## config.mk

```make
export PLATFORM = sky130hd
export DESIGN_NAME = i2c_avl_bridge
export DESIGN_NICKNAME = d
export VERILOG_FILES = /design/src/source/avl_side_pkg.sv /design/src/source/i2c_side_pkg.sv /design/src/source/bridge_fsm.sv /design/src/source/byte_lane_steer.sv /design/src/source/i2c_avl_bridge.sv /design/src/source/word_addr_gen.sv
export VERILOG_INCLUDE_DIRS = /design/src /design/src/source
export SDC_FILE = /design/constraint.sdc
export NUM_CORES = 1
export LEC_CHECK = 0
export BUFFER_PORTS_ARGS = -buffer_cell sky130_fd_sc_hd__buf_2
export CAP_MARGIN = 40
export CORE_MARGIN = 8
export CORE_UTILIZATION = 50
export CTS_BUF_LIST = sky130_fd_sc_hd__clkbuf_4 sky130_fd_sc_hd__clkbuf_8
export CTS_CLUSTER_SIZE = 28
export DETAILED_ROUTE_END_ITERATION = 12
export PLACE_DENSITY_LB_ADDON = 0.15
export SLEW_MARGIN = 0
export SYNTH_ARGS = -nofsm -noshare
export SYNTH_HDL_FRONTEND = slang
export SYNTH_SLANG_ARGS = --single-unit
```

## constraint.sdc

```tcl
create_clock -name i2c_clk -period 2.5 [get_ports i2c_clk]
set_clock_uncertainty 0.2 [all_clocks]
set_input_delay 0.375 -clock i2c_clk [delete_from_list [all_inputs] [get_ports i2c_clk]]
set_output_delay 0.375 -clock i2c_clk [all_outputs]
set_load 0.01 [all_outputs]
```

## src/source/bridge_consts.svh

```systemverilog
/*
 * Width and size constants for the I2C to Avalon-MM bridge.
 * Included by the packages and by every module that sizes a port or a counter.
 */

`ifndef BRIDGE_CONSTS_SVH
`define BRIDGE_CONSTS_SVH

// word-address bytes sent by the master after the slave address, msb first
`define BRIDGE_ADDR_BYTES 2

`define I2C_BYTE_W 8
`define AVL_ADDR_W 32
`define AVL_DATA_W 32
`define AVL_BE_W   4

`define BYTE_ADDR_W (`I2C_BYTE_W * `BRIDGE_ADDR_BYTES) // byte-address counter

`endif

```

## src/source/avl_side_pkg.sv

```systemverilog
/*
 * Types for the Avalon-MM master side: command and response bundles
 * plus byte-lane helpers shared by the packing and read-select logic.
 */

`include "bridge_consts.svh"

package avl_side_pkg;

	typedef struct packed {
		logic                   read;
		logic                   write;
		logic [`AVL_ADDR_W-1:0] addr;
		logic [`AVL_DATA_W-1:0] writedata;
		logic [`AVL_BE_W-1:0]   byteenable;
	} avl_cmd_t;

	typedef struct packed {
		logic                   waitrequest;
		logic                   readdatavalid;
		logic [`AVL_DATA_W-1:0] readdata;
	} avl_rsp_t;

	typedef logic [1:0] byte_lane_t;

	// byte enable bit for a single lane
	function automatic logic [`AVL_BE_W-1:0] lane_onehot(input byte_lane_t lane);
		return `AVL_BE_W'(1) << lane;
	endfunction

	function automatic logic [`I2C_BYTE_W-1:0] lane_byte(input logic [`AVL_DATA_W-1:0] word,
			input byte_lane_t lane);
		return word[lane * `I2C_BYTE_W +: `I2C_BYTE_W];
	endfunction

endpackage

```

## src/source/i2c_side_pkg.sv

```systemverilog
/*
 * Types for the I2C slave side of the bridge: the strobes and levels
 * coming from the slave core and the byte handed back to its transmitter.
 */

`include "bridge_consts.svh"

package i2c_side_pkg;

	typedef struct packed {
		logic                   rx_valid;   // received byte ready, one cycle
		logic [`I2C_BYTE_W-1:0] rx_byte;    // held until the next byte arrives
		logic                   rd_req;     // master addressed us for a read
		logic                   stop_det;
		logic                   start_det;
		logic                   ack_det;    // level
		logic                   tx_chk_ack; // slave is sampling the master ack
	} i2c_evt_t;

	typedef struct packed {
		logic                   valid; // one-cycle pulse
		logic [`I2C_BYTE_W-1:0] data;
	} rd_byte_t;

endpackage

```

## src/source/bridge_fsm.sv

```systemverilog
/*
 * Message sequencer for the bridge. Tracks the word-address phase, then
 * either the write packing phase or the read phase, and tells the address
 * counter and the lane steering block what to do on each I2C event.
 */

`timescale 1ns/1ps

`include "bridge_consts.svh"

module bridge_fsm
	import i2c_side_pkg::*;
(
	input  logic     i2c_clk,
	input  logic     i2c_rst_n,
	input  i2c_evt_t i2c_evt,
	input  logic     avl_readdatavalid,
	input  logic     word_full,
	input  logic     lanes_empty,
	input  logic     cmd_done,
	output logic     addr_shift,
	output logic     addr_load,
	output logic     pack_byte,
	output logic     issue_write,
	output logic     issue_read,
	output logic     rd_phase
);

	localparam int CNT_W = $clog2(`BRIDGE_ADDR_BYTES + 1);

	typedef enum logic [2:0] {
		ST_IDLE,
		ST_ADDR_BYTE,
		ST_LOAD_ADDR,
		ST_WRITE_BYTE,
		ST_ISSUE_WRITE,
		ST_FLUSH_WRITE,
		ST_ISSUE_READ,
		ST_READ_BYTE
	} state_t;

	state_t           state;
	state_t           state_nxt;
	logic [CNT_W-1:0] addr_cnt;   // address bytes seen so far
	logic             ack_det_q;
	logic             bus_evt;
	logic             ack_rise;
	logic             last_addr;

	assign bus_evt   = i2c_evt.stop_det | i2c_evt.start_det;
	assign ack_rise  = i2c_evt.tx_chk_ack & i2c_evt.ack_det & ~ack_det_q;
	assign last_addr = (addr_cnt == CNT_W'(`BRIDGE_ADDR_BYTES - 1));

	always_comb begin
		state_nxt = state;
		case (state)
			ST_IDLE: begin
				if (i2c_evt.rx_valid)
					state_nxt = (`BRIDGE_ADDR_BYTES == 1) ? ST_LOAD_ADDR : ST_ADDR_BYTE;
				else if (i2c_evt.rd_req)
					state_nxt = ST_ISSUE_READ; // current address read
			end
			ST_ADDR_BYTE: begin
				if (bus_evt)
					state_nxt = ST_IDLE; // counter left as it was
				else if (i2c_evt.rx_valid && last_addr)
					state_nxt = ST_LOAD_ADDR;
			end
			ST_LOAD_ADDR: state_nxt = ST_WRITE_BYTE;
			ST_WRITE_BYTE: begin
				if (bus_evt)
					state_nxt = lanes_empty ? ST_IDLE : ST_FLUSH_WRITE;
				else if (word_full)
					state_nxt = ST_ISSUE_WRITE;
			end
			ST_ISSUE_WRITE: if (cmd_done) state_nxt = ST_WRITE_BYTE;
			ST_FLUSH_WRITE: if (cmd_done) state_nxt = ST_IDLE;
			ST_ISSUE_READ:  if (cmd_done) state_nxt = ST_READ_BYTE;
			ST_READ_BYTE: begin
				if (bus_evt)
					state_nxt = ST_IDLE;
				else if (ack_rise)
					state_nxt = ST_ISSUE_READ; // master wants another byte
			end
			default: state_nxt = ST_IDLE;
		endcase
	end

	always_ff @(posedge i2c_clk or negedge i2c_rst_n) begin
		if (!i2c_rst_n) begin
			state      <= ST_IDLE;
			addr_cnt   <= '0;
			ack_det_q  <= 1'b0;
			addr_shift <= 1'b0;
			pack_byte  <= 1'b0;
		end else begin
			state     <= state_nxt;
			ack_det_q <= i2c_evt.ack_det;
			if (state == ST_IDLE && i2c_evt.rx_valid)
				addr_cnt <= CNT_W'(1);
			else if (state == ST_ADDR_BYTE && i2c_evt.rx_valid)
				addr_cnt <= addr_cnt + 1'b1;
			// byte pulses trail the rx strobe by one cycle
			addr_shift <= i2c_evt.rx_valid &
				((state == ST_IDLE) | ((state == ST_ADDR_BYTE) & ~bus_evt));
			pack_byte  <= i2c_evt.rx_valid & (state == ST_WRITE_BYTE) & ~bus_evt;
		end
	end

	assign addr_load   = (state == ST_LOAD_ADDR);
	assign issue_write = (state == ST_ISSUE_WRITE) | (state == ST_FLUSH_WRITE);
	assign issue_read  = (state == ST_ISSUE_READ);
	assign rd_phase    = (state == ST_READ_BYTE);

	// read data only comes back after a read was accepted in ST_ISSUE_READ
	a_rdv_in_read: assert property (@(posedge i2c_clk) disable iff (!i2c_rst_n)
		avl_readdatavalid |-> rd_phase);

endmodule

```

## src/source/byte_lane_steer.sv

```systemverilog
/*
 * Byte-lane datapath and Avalon command driver. Packs write bytes into a
 * 32-bit word with byte enables, holds read/write until waitrequest drops,
 * and picks the addressed byte out of returned read data.
 */

`timescale 1ns/1ps

`include "bridge_consts.svh"

module byte_lane_steer
	import i2c_side_pkg::*;
	import avl_side_pkg::*;
(
	input  logic                    i2c_clk,
	input  logic                    i2c_rst_n,
	input  logic [`I2C_BYTE_W-1:0]  rx_byte,
	input  logic                    pack_byte,
	input  logic                    issue_write,
	input  logic                    issue_read,
	input  logic                    rd_phase,
	input  logic [`BYTE_ADDR_W-1:0] byte_addr,
	input  avl_rsp_t                avl_rsp,
	output avl_cmd_t                avl_cmd,
	output rd_byte_t                rd_byte,
	output logic                    word_full,
	output logic                    lanes_empty,
	output logic                    cmd_done
);

	localparam int WADDR_W = `BYTE_ADDR_W - 2;
	localparam int PAD_W   = `AVL_ADDR_W - `BYTE_ADDR_W;

	byte_lane_t              lane;
	logic [`AVL_DATA_W-1:0]  wdata_q;
	logic [`AVL_BE_W-1:0]    be_q;
	logic [WADDR_W-1:0]      waddr_q;  // word being packed
	logic                    wr_q;
	logic                    rd_q;
	logic                    rd_valid_q;
	logic [`I2C_BYTE_W-1:0]  rd_data_q;
	logic                    rd_take;

	assign lane        = byte_addr[1:0];
	assign word_full   = pack_byte & (lane == 2'd3);
	assign lanes_empty = (be_q == '0) & ~pack_byte;
	assign cmd_done    = (wr_q | rd_q) & ~avl_rsp.waitrequest;
	assign rd_take     = avl_rsp.readdatavalid & rd_phase;

	always_ff @(posedge i2c_clk) begin
		if (pack_byte) begin
			wdata_q[lane * `I2C_BYTE_W +: `I2C_BYTE_W] <= rx_byte;
			if (be_q == '0)
				waddr_q <= byte_addr[`BYTE_ADDR_W-1:2]; // first byte of the word
		end
		if (rd_take)
			rd_data_q <= lane_byte(avl_rsp.readdata, lane);
	end

	always_ff @(posedge i2c_clk or negedge i2c_rst_n) begin
		if (!i2c_rst_n) begin
			be_q       <= '0;
			wr_q       <= 1'b0;
			rd_q       <= 1'b0;
			rd_valid_q <= 1'b0;
		end else begin
			if (wr_q && cmd_done)
				be_q <= '0;
			else if (pack_byte)
				be_q <= be_q | lane_onehot(lane);
			if (cmd_done) begin
				wr_q <= 1'b0;
				rd_q <= 1'b0;
			end else begin
				if (issue_write)
					wr_q <= 1'b1;
				if (issue_read)
					rd_q <= 1'b1;
			end
			rd_valid_q <= rd_take;
		end
	end

	// payload comes straight from registers that stay still while a command waits
	assign avl_cmd.read       = rd_q;
	assign avl_cmd.write      = wr_q;
	assign avl_cmd.addr       = rd_q ? {{PAD_W{1'b0}}, byte_addr[`BYTE_ADDR_W-1:2], 2'b00}
	                                 : {{PAD_W{1'b0}}, waddr_q, 2'b00};
	assign avl_cmd.writedata  = wdata_q;
	assign avl_cmd.byteenable = rd_q ? {`AVL_BE_W{1'b1}} : be_q;

	assign rd_byte = '{valid: rd_valid_q, data: rd_data_q};

	a_one_cmd: assert property (@(posedge i2c_clk) disable iff (!i2c_rst_n)
		!(avl_cmd.read && avl_cmd.write));

	// a flush only issues when some lane was packed
	a_write_be: assert property (@(posedge i2c_clk) disable iff (!i2c_rst_n)
		avl_cmd.write |-> (avl_cmd.byteenable != '0));

endmodule

```

## src/source/i2c_avl_bridge.sv

```systemverilog
/*
 * Top of the I2C slave to Avalon-MM master message engine.
 * Connect i2c_evt to the slave core, avl_cmd/avl_rsp to the Avalon slave;
 * rx_byte is expected to hold its value after rx_valid until the next byte.
 */

`timescale 1ns/1ps

`include "bridge_consts.svh"

module i2c_avl_bridge
	import i2c_side_pkg::*;
	import avl_side_pkg::*;
(
	input  logic     i2c_clk,
	input  logic     i2c_rst_n,
	input  i2c_evt_t i2c_evt,
	input  avl_rsp_t avl_rsp,
	output avl_cmd_t avl_cmd,
	output rd_byte_t rd_byte
);

	logic                    addr_shift;
	logic                    addr_load;
	logic                    pack_byte;
	logic                    issue_write;
	logic                    issue_read;
	logic                    rd_phase;
	logic                    word_full;
	logic                    lanes_empty;
	logic                    cmd_done;
	logic [`BYTE_ADDR_W-1:0] byte_addr;

	bridge_fsm bridge_fsm_inst (
		.i2c_clk           (i2c_clk),
		.i2c_rst_n         (i2c_rst_n),
		.i2c_evt           (i2c_evt),
		.avl_readdatavalid (avl_rsp.readdatavalid),
		.word_full         (word_full),
		.lanes_empty       (lanes_empty),
		.cmd_done          (cmd_done),
		.addr_shift        (addr_shift),
		.addr_load         (addr_load),
		.pack_byte         (pack_byte),
		.issue_write       (issue_write),
		.issue_read        (issue_read),
		.rd_phase          (rd_phase)
	);

	word_addr_gen word_addr_gen_inst (
		.i2c_clk           (i2c_clk),
		.i2c_rst_n         (i2c_rst_n),
		.rx_byte           (i2c_evt.rx_byte),
		.addr_shift        (addr_shift),
		.addr_load         (addr_load),
		.pack_byte         (pack_byte),
		.avl_readdatavalid (avl_rsp.readdatavalid),
		.rd_phase          (rd_phase),
		.byte_addr         (byte_addr)
	);

	byte_lane_steer byte_lane_steer_inst (
		.i2c_clk     (i2c_clk),
		.i2c_rst_n   (i2c_rst_n),
		.rx_byte     (i2c_evt.rx_byte),
		.pack_byte   (pack_byte),
		.issue_write (issue_write),
		.issue_read  (issue_read),
		.rd_phase    (rd_phase),
		.byte_addr   (byte_addr),
		.avl_rsp     (avl_rsp),
		.avl_cmd     (avl_cmd),
		.rd_byte     (rd_byte),
		.word_full   (word_full),
		.lanes_empty (lanes_empty),
		.cmd_done    (cmd_done)
	);

endmodule

```

## src/source/word_addr_gen.sv

```systemverilog
/*
 * Word-address capture and byte-address counter. Address bytes shift in
 * msb first; the counter loads from them and then steps once per packed
 * write byte or per read word returned.
 */

`timescale 1ns/1ps

`include "bridge_consts.svh"

module word_addr_gen (
	input  logic                   i2c_clk,
	input  logic                   i2c_rst_n,
	input  logic [`I2C_BYTE_W-1:0] rx_byte,
	input  logic                   addr_shift,
	input  logic                   addr_load,
	input  logic                   pack_byte,
	input  logic                   avl_readdatavalid,
	input  logic                   rd_phase,
	output logic [`BYTE_ADDR_W-1:0] byte_addr
);

	logic [`BYTE_ADDR_W-1:0] addr_sr;
	logic [`BYTE_ADDR_W-1:0] addr_asm;
	logic                    incr;

	// the last address byte shifts on the same edge as the load, so the load
	// takes the shifted value
	assign addr_asm = addr_shift ?
		{addr_sr[`BYTE_ADDR_W-`I2C_BYTE_W-1:0], rx_byte} : addr_sr;

	always_ff @(posedge i2c_clk) begin
		if (addr_shift)
			addr_sr <= addr_asm;
	end

	assign incr = pack_byte | (avl_readdatavalid & rd_phase);

	always_ff @(posedge i2c_clk or negedge i2c_rst_n) begin
		if (!i2c_rst_n)
			byte_addr <= '0;
		else if (addr_load)
			byte_addr <= addr_asm;
		else if (incr)
			byte_addr <= byte_addr + 1'b1; // wraps at the top of the space
	end

	// load only happens between the address and data phases
	a_no_load_incr: assert property (@(posedge i2c_clk) disable iff (!i2c_rst_n)
		!(incr && addr_load));

endmodule

```

Yosys cells after proc, flatten, opt, wreduce, memory -nomap -nowiden
Index checks and enable logic that the tools add are counted.
Widths: inputs -> output; s select.

word-level totals
  flip-flop bits (word level) = 101
  input port bits = 50
  output and inout port bits = 79

cells by class
  $add $sub $neg = 3
  equality and inequality tests = 16
  shift-type cells = 4
  mux-type cells = 27
  bitwise logic cells = 20
  reduce and logical (&&, ||, !) cells = 13

operators by type and width
  kind                     number
  $mux 16                  4
  $mux 3                   12
  $neg 5->34               1
  $shift 8x34->32 const A  1
  $shiftx 8x34->32         1
  $bwmux 32                1
  $shiftx 32x6->8          1
  $pmux 3 s8               1
  $add 16x1->16 const B    1
  $eq 3x3->1 const B       4
  $mux 4                   3
  $and 1x1->1              10
  $reduce_bool 2->1        5
  $reduce_and 7->1         1
  $eq 3x2->1 const B       2
  $ne 2x1->1 const B       3
  $ne 3x1->1 const B       2
  $ne 3x3->1 const B       2
  $or 1x1->1               5
  $logic_and 1x1->1        4
  $logic_not 4->1          1
  $mux 1                   4
  $mux 2                   2
  $not 1->1                4
  other kinds (8)          8

Logic depth before layout (Yosys ltp)
  depth in word-level cells = 5
  gate-level depth with buffers = 7
  mapped depth without buffers = 7

Hierarchy
From an unflattened synthesis, not the netlist that was laid out.

second synthesis, totals
  cells, all modules = 386
  area, all modules = 4996.0 µm²

by module, submodules not included
  module           times used  cells an instance  area each (µm²)  sequential area each (µm²)
  byte_lane_steer  1           188                2894.0           1796.7
  word_addr_gen    1           140                1575.3           880.8
  bridge_fsm       1           58                 526.8            200.2

Least setup slack after synthesis
OpenSTA, ideal clock, no wires.

  path type = register -> register
  start = reg word_addr_gen_inst.byte_addr[1]
  end = reg byte_lane_steer_inst.wdata_q[0] (data pin)
  library setup time = 0.133 ns
  arrival = 1.760 ns
  required time = 2.167 ns
  slack = 0.408 ns
  cell stages (with the launch flop) = 6
  buffers on the path = 1
  clock period less this slack = 2.092 ns
  cell sequence = dfrtp_1 -> clkbuf_1 -> inv_1 -> ha_1 -> nor3b_1 -> and2_1

between the ends
  cells in the longest elaborated chain, start to end = 3
  elaborated cells between the ends (all ways) = 4

RTL lines
  element                                                     line                   RTL
  from (decl)                                                 word_addr_gen.sv:20    output logic [`BYTE_ADDR_W-1:0] byte_addr
  from (signal assigned)                                      word_addr_gen.sv:43    byte_addr <= addr_asm;
  from (signal assigned)                                      word_addr_gen.sv:45    byte_addr <= byte_addr + 1'b1;
  $neg 5->34 (*)                                              byte_lane_steer.sv:52  wdata_q[lane * `I2C_BYTE_W +: `I2C_BYTE_W] <= rx_byte;
  $shiftx 8x34->32 / $shift 8x34->32 (equally long branches)  byte_lane_steer.sv:52
  $bwmux 32 (*)                                               byte_lane_steer.sv:52
  to (signal, indexed assignment)                             byte_lane_steer.sv:52
  to (decl)                                                   byte_lane_steer.sv:35  logic [`AVL_DATA_W-1:0] wdata_q;

Every way passes the cells marked *; elsewhere a longest branch is shown, timed or not.
A chain may end at the register's enable or synchronous reset.

==> impl_metrics.py <==
metrics = {
    "status": {
        "status": "finished, final reports clean",
    },
    "clocking": {
        "ctsResizeCount": 0,
        "clk_pin_slew_ns": 0.10,
        "h-tree-depth": 3,
        "insertion_delay_ns": 0.36,
        "clock-root-buffer": "clkbuf_8",
        "cts_buffers": 9,
        "clockBufferDepth": 2,
        "cts_tree": "done",
        "numClockSinks": 101,
    },
    "die": {
        "ioPinCount": 129,
        "row_count": 36,
        "fp.dieArea_sq_mm": 0.0132,
        "die_width_um": 115,
        "start_util": 0.507,
        "dieHeight_um": 115,
        "core_sq_mm": 0.00964,
    },
    "worst_setup_path": {
        "r2r-end": "word_addr_gen_inst.byte_addr[6]$_DFFE_PN0P_",
        "crit_fanout": 17,
        "timing.rr.start": "bridge_fsm_inst.state[1]$_DFFE_PN0P_",
        "end_kind": "output pin",
        "rr_worst_depth": 5,
        "required_ns": 1.92,
        "rrSetupSlack_ns": 0.41,
        "criticalPathCategory": "flop to output pin",
        "critical_path_arrival_ns": 1.72,
        "worstSetupStartpointType": "flop",
    },
    "global_routing": {
        "grt_pass1_wl_um": 16200,
        "grt_antenna_before_repair": 0,
        "overflow": 0,
        "grt_max_degree": 33,
        "grt_pass1_vias": 3145,
        "grt_use_total": 0.155,
    },
    "sta": {
        "drv_slew": 0,
        "slew_headroom": 0.496,
        "rsz0062_at_grt": "no",
        "fin_tns_setup_ns": 0,
        "tightestPinTransition_ns": 0.756,
        "hold_viol": 0,
        "clock.fmax_mhz": 435,
        "holdWs_ns": 0.103,
        "layout_setup_ws_ns": 0.204,
        "post-route-period-util": 0.919,
        "setup_viol": 0,
        "fin_crit_ns": 2.30,
    },
    "power": {
        "power_w": 0.00539,
        "max-vdd-ir-drop_mv": 0.618,
        "p_per_area_mw_per_mm2": 944,
        "power.leakage_nw": 2.35,
    },
    "routing": {
        "post_drt_wl_per_cell_um": 16.5,
        "viasPerCell": 5.02,
        "ant_nets": 0,
        "drt_iter0_drc": 113,
        "totalWireLength_um": 10300,
        "num_vias": 3135,
        "drc": 0,
        "firstDrtPassIters": 4,
    },
    "synthesis": {
        "syn_area_sq_mm": 0.00489,
        "synth_fa_ha_area_frac": 0.0205,
        "synth_edf_count": 70,
        "synth_top_family_by_area": "simple AND/OR/NAND/NOR gates",
        "ys.flop_type": "edfxtp_1",
        "synth_area_per_cell_sq_um": 13.1,
        "synthSimpleGateAreaFrac": 0.146,
        "yosysSeqAreaShare": 0.588,
        "async_reset_ff_frac": 0.307,
        "ys_types": 51,
        "yosysWarnings": 0,
        "syn-instance-count": 374,
        "ys_seq_elements": 101,
        "synth_compound_area_frac": 0.0609,
        "synth_mux_area_frac": 0.117,
        "synth_xor_area_frac": 0.0161,
    },
    "hold_path": {
        "min_to": "byte_lane_steer_inst.be_q[3]$_DFFE_PN0P_",
        "min_from": "avl_rsp[33]",
        "hold_class": "input pin to flop",
        "holdPathStages": 3,
    },
    "layout": {
        "syn_to_final_growth_pct": 16.8,
        "layout.nets": 545,
        "n_antenna_cell": 0,
        "stdcell_area_sq_mm": 0.00571,
        "drive_gt1_frac": 0.394,
    },
    "run": {
        "maxCapViolations": 0,
    },
    "place": {
        "port_buffers": 110,
        "hpwl_um": 7720,
        "place_ws_ns": 0.410,
        "placed_cell_area_sq_mm": 0.00550,
        "gp_congestion": 0.821,
    },
}
-- cells in the mapped netlist, drive strengths merged (2+ instances only) --
library cell | number | area [sq um]
inv | 6 | 22.5
a21oi | 8 | 43.8
mux2 | 34 | 383
nand2 | 27 | 101
a31oi | 2 | 12.5
a22oi | 3 | 22.5
o211ai | 4 | 30.0
buf | 29 | 203
or2 | 5 | 31.3
nor3b | 3 | 22.5
nor3 | 6 | 35.0
nand4 | 5 | 46.3
and2 | 40 | 253
a211oi | 3 | 27.5
dfrtp | 31 | 776
mux4 | 8 | 180
edfxtp | 70 | 2100
and3 | 9 | 67.6
xor2 | 2 | 17.5
xnor2 | 7 | 61.3
clkbuf | 5 | 18.8
nor2 | 18 | 67.6
nand3 | 7 | 40.0
o21ai | 17 | 85.1
o21a | 3 | 22.5
ha | 8 | 100
-- placed cells by master, fill, tap and decap left out, types with 2 or more instances in the layout --
| cell type | synthesis | final |
|---|---|---|
| inv_1 | 6 | 6 |
| ha_1 | 8 | 8 |
| and3_1 | 3 | 3 |
| clkinv_4 | 0 | 4 |
| edfxtp_1 | 70 | 70 |
| and3_2 | 5 | 5 |
| dlygate4sd3_1 | 0 | 2 |
| and2_1 | 39 | 39 |
| nand3_1 | 6 | 6 |
| nor2_1 | 18 | 18 |
| dfrtp_1 | 31 | 31 |
| mux4_2 | 8 | 8 |
| a21oi_1 | 7 | 7 |
| o21ai_1 | 2 | 2 |
| mux2_2 | 34 | 34 |
| or2_2 | 4 | 4 |
| o211ai_1 | 4 | 4 |
| a22oi_1 | 3 | 3 |
| a31oi_1 | 2 | 2 |
| xor2_1 | 2 | 2 |
| o21a_1 | 3 | 3 |
| clkbuf_8 | 0 | 9 |
| nor3b_1 | 3 | 3 |
| xnor2_1 | 7 | 7 |
| a211oi_1 | 2 | 2 |
| nor3_1 | 5 | 5 |
| buf_2 | 6 | 110 |
| nand4_1 | 4 | 4 |
| o21ai_0 | 15 | 15 |
| inv_8 | 0 | 2 |
| nand2_1 | 27 | 27 |
| conb_1 | 1 | 18 |
| buf_4 | 23 | 7 |
-- kinds of logic after synthesis --
kind of cell	Yosys count
DFF	101
xor gates and xnor gates	9
buffers and inverters	40
adders and majority gates	8
AOI/OAI and AO/OA	46
other	1
and+or+nand+nor	126
muxes	43
-- worst max path at each step --
stage / start / to
finish: byte_lane_steer_inst.rd_q$_DFFE_PN0P_ / avl_cmd[38]
global route: byte_lane_steer_inst.rd_q$_DFFE_PN0P_ / avl_cmd[46]
CTS: byte_lane_steer_inst.rd_q$_DFFE_PN0P_ / avl_cmd[39]
detailed placement: word_addr_gen_inst.byte_addr[0]$_DFFE_PN0P_ / byte_lane_steer_inst.wdata_q[12]$_DFFE_PP_
global placement: byte_lane_steer_inst.rd_q$_DFFE_PN0P_ / bridge_fsm_inst.state[1]$_DFFE_PN0P_
floorplan: word_addr_gen_inst.byte_addr[1]$_DFFE_PN0P_ / byte_lane_steer_inst.wdata_q[0]$_DFFE_PP_
-- critical path, cell delays in order, from the launching register on --
cell	delay (ns)
dfrtp_1	0.81
mux2_2	0.42
buf_2	0.14
-- power breakdown --
group          total [W]  switching [W]  internal (W)
Sequential       0.00257       0.000380       0.00219
Combinational    0.00183       0.000926      0.000907
Clock           0.000988       0.000593      0.000395
Total            0.00539        0.00190       0.00349
-- layout make-up --
cell class,count,area [sq um]
Tap cell,133,166
Multi-Input combinational cell,250,1830
Fill cell,823,3930
Clock buffer,10,131
Inverter,6,22.5
Sequential cell,101,2880
Clock inverter,6,57.6
Timing Repair Buffer,119,623
-- metrics by stage --
stage / utilization / instances
6_report: 0.593 / 625
5_1_grt: 0.593 / 625
4_1_cts: 0.593 / 625
3_5_place_dp: 0.571 / 607
3_3_place_gp: 0.571 / 607
2_1_floorplan: - / 391
-- state kept, by name, summed over array words and instances (netlist names), 2 cells and up --
signal / count
byte_lane_steer_inst.wdata_q: 32
bridge_fsm_inst.addr_cnt: 2
word_addr_gen_inst.addr_sr: 16
word_addr_gen_inst.byte_addr: 16
byte_lane_steer_inst.be_q: 4
byte_lane_steer_inst.rd_data_q: 8
bridge_fsm_inst.state: 3
byte_lane_steer_inst.waddr_q: 14
-- per-layer routing --
layer	up-vias	part of all wire	track usage
li1	1541	-	-
met1	1498	0.45	0.197
met3	9	0.059	0.0441
met5	-	0	0
met4	0	0.0068	0.0350
met2	87	0.48	0.256
-- what timing repair did --
item,4_1_cts,5_1_grt
setup buffers,0,0
endpoints found under the hold margin,32,0
hold buffers,2,0
(Power assumes the default switching activity.)
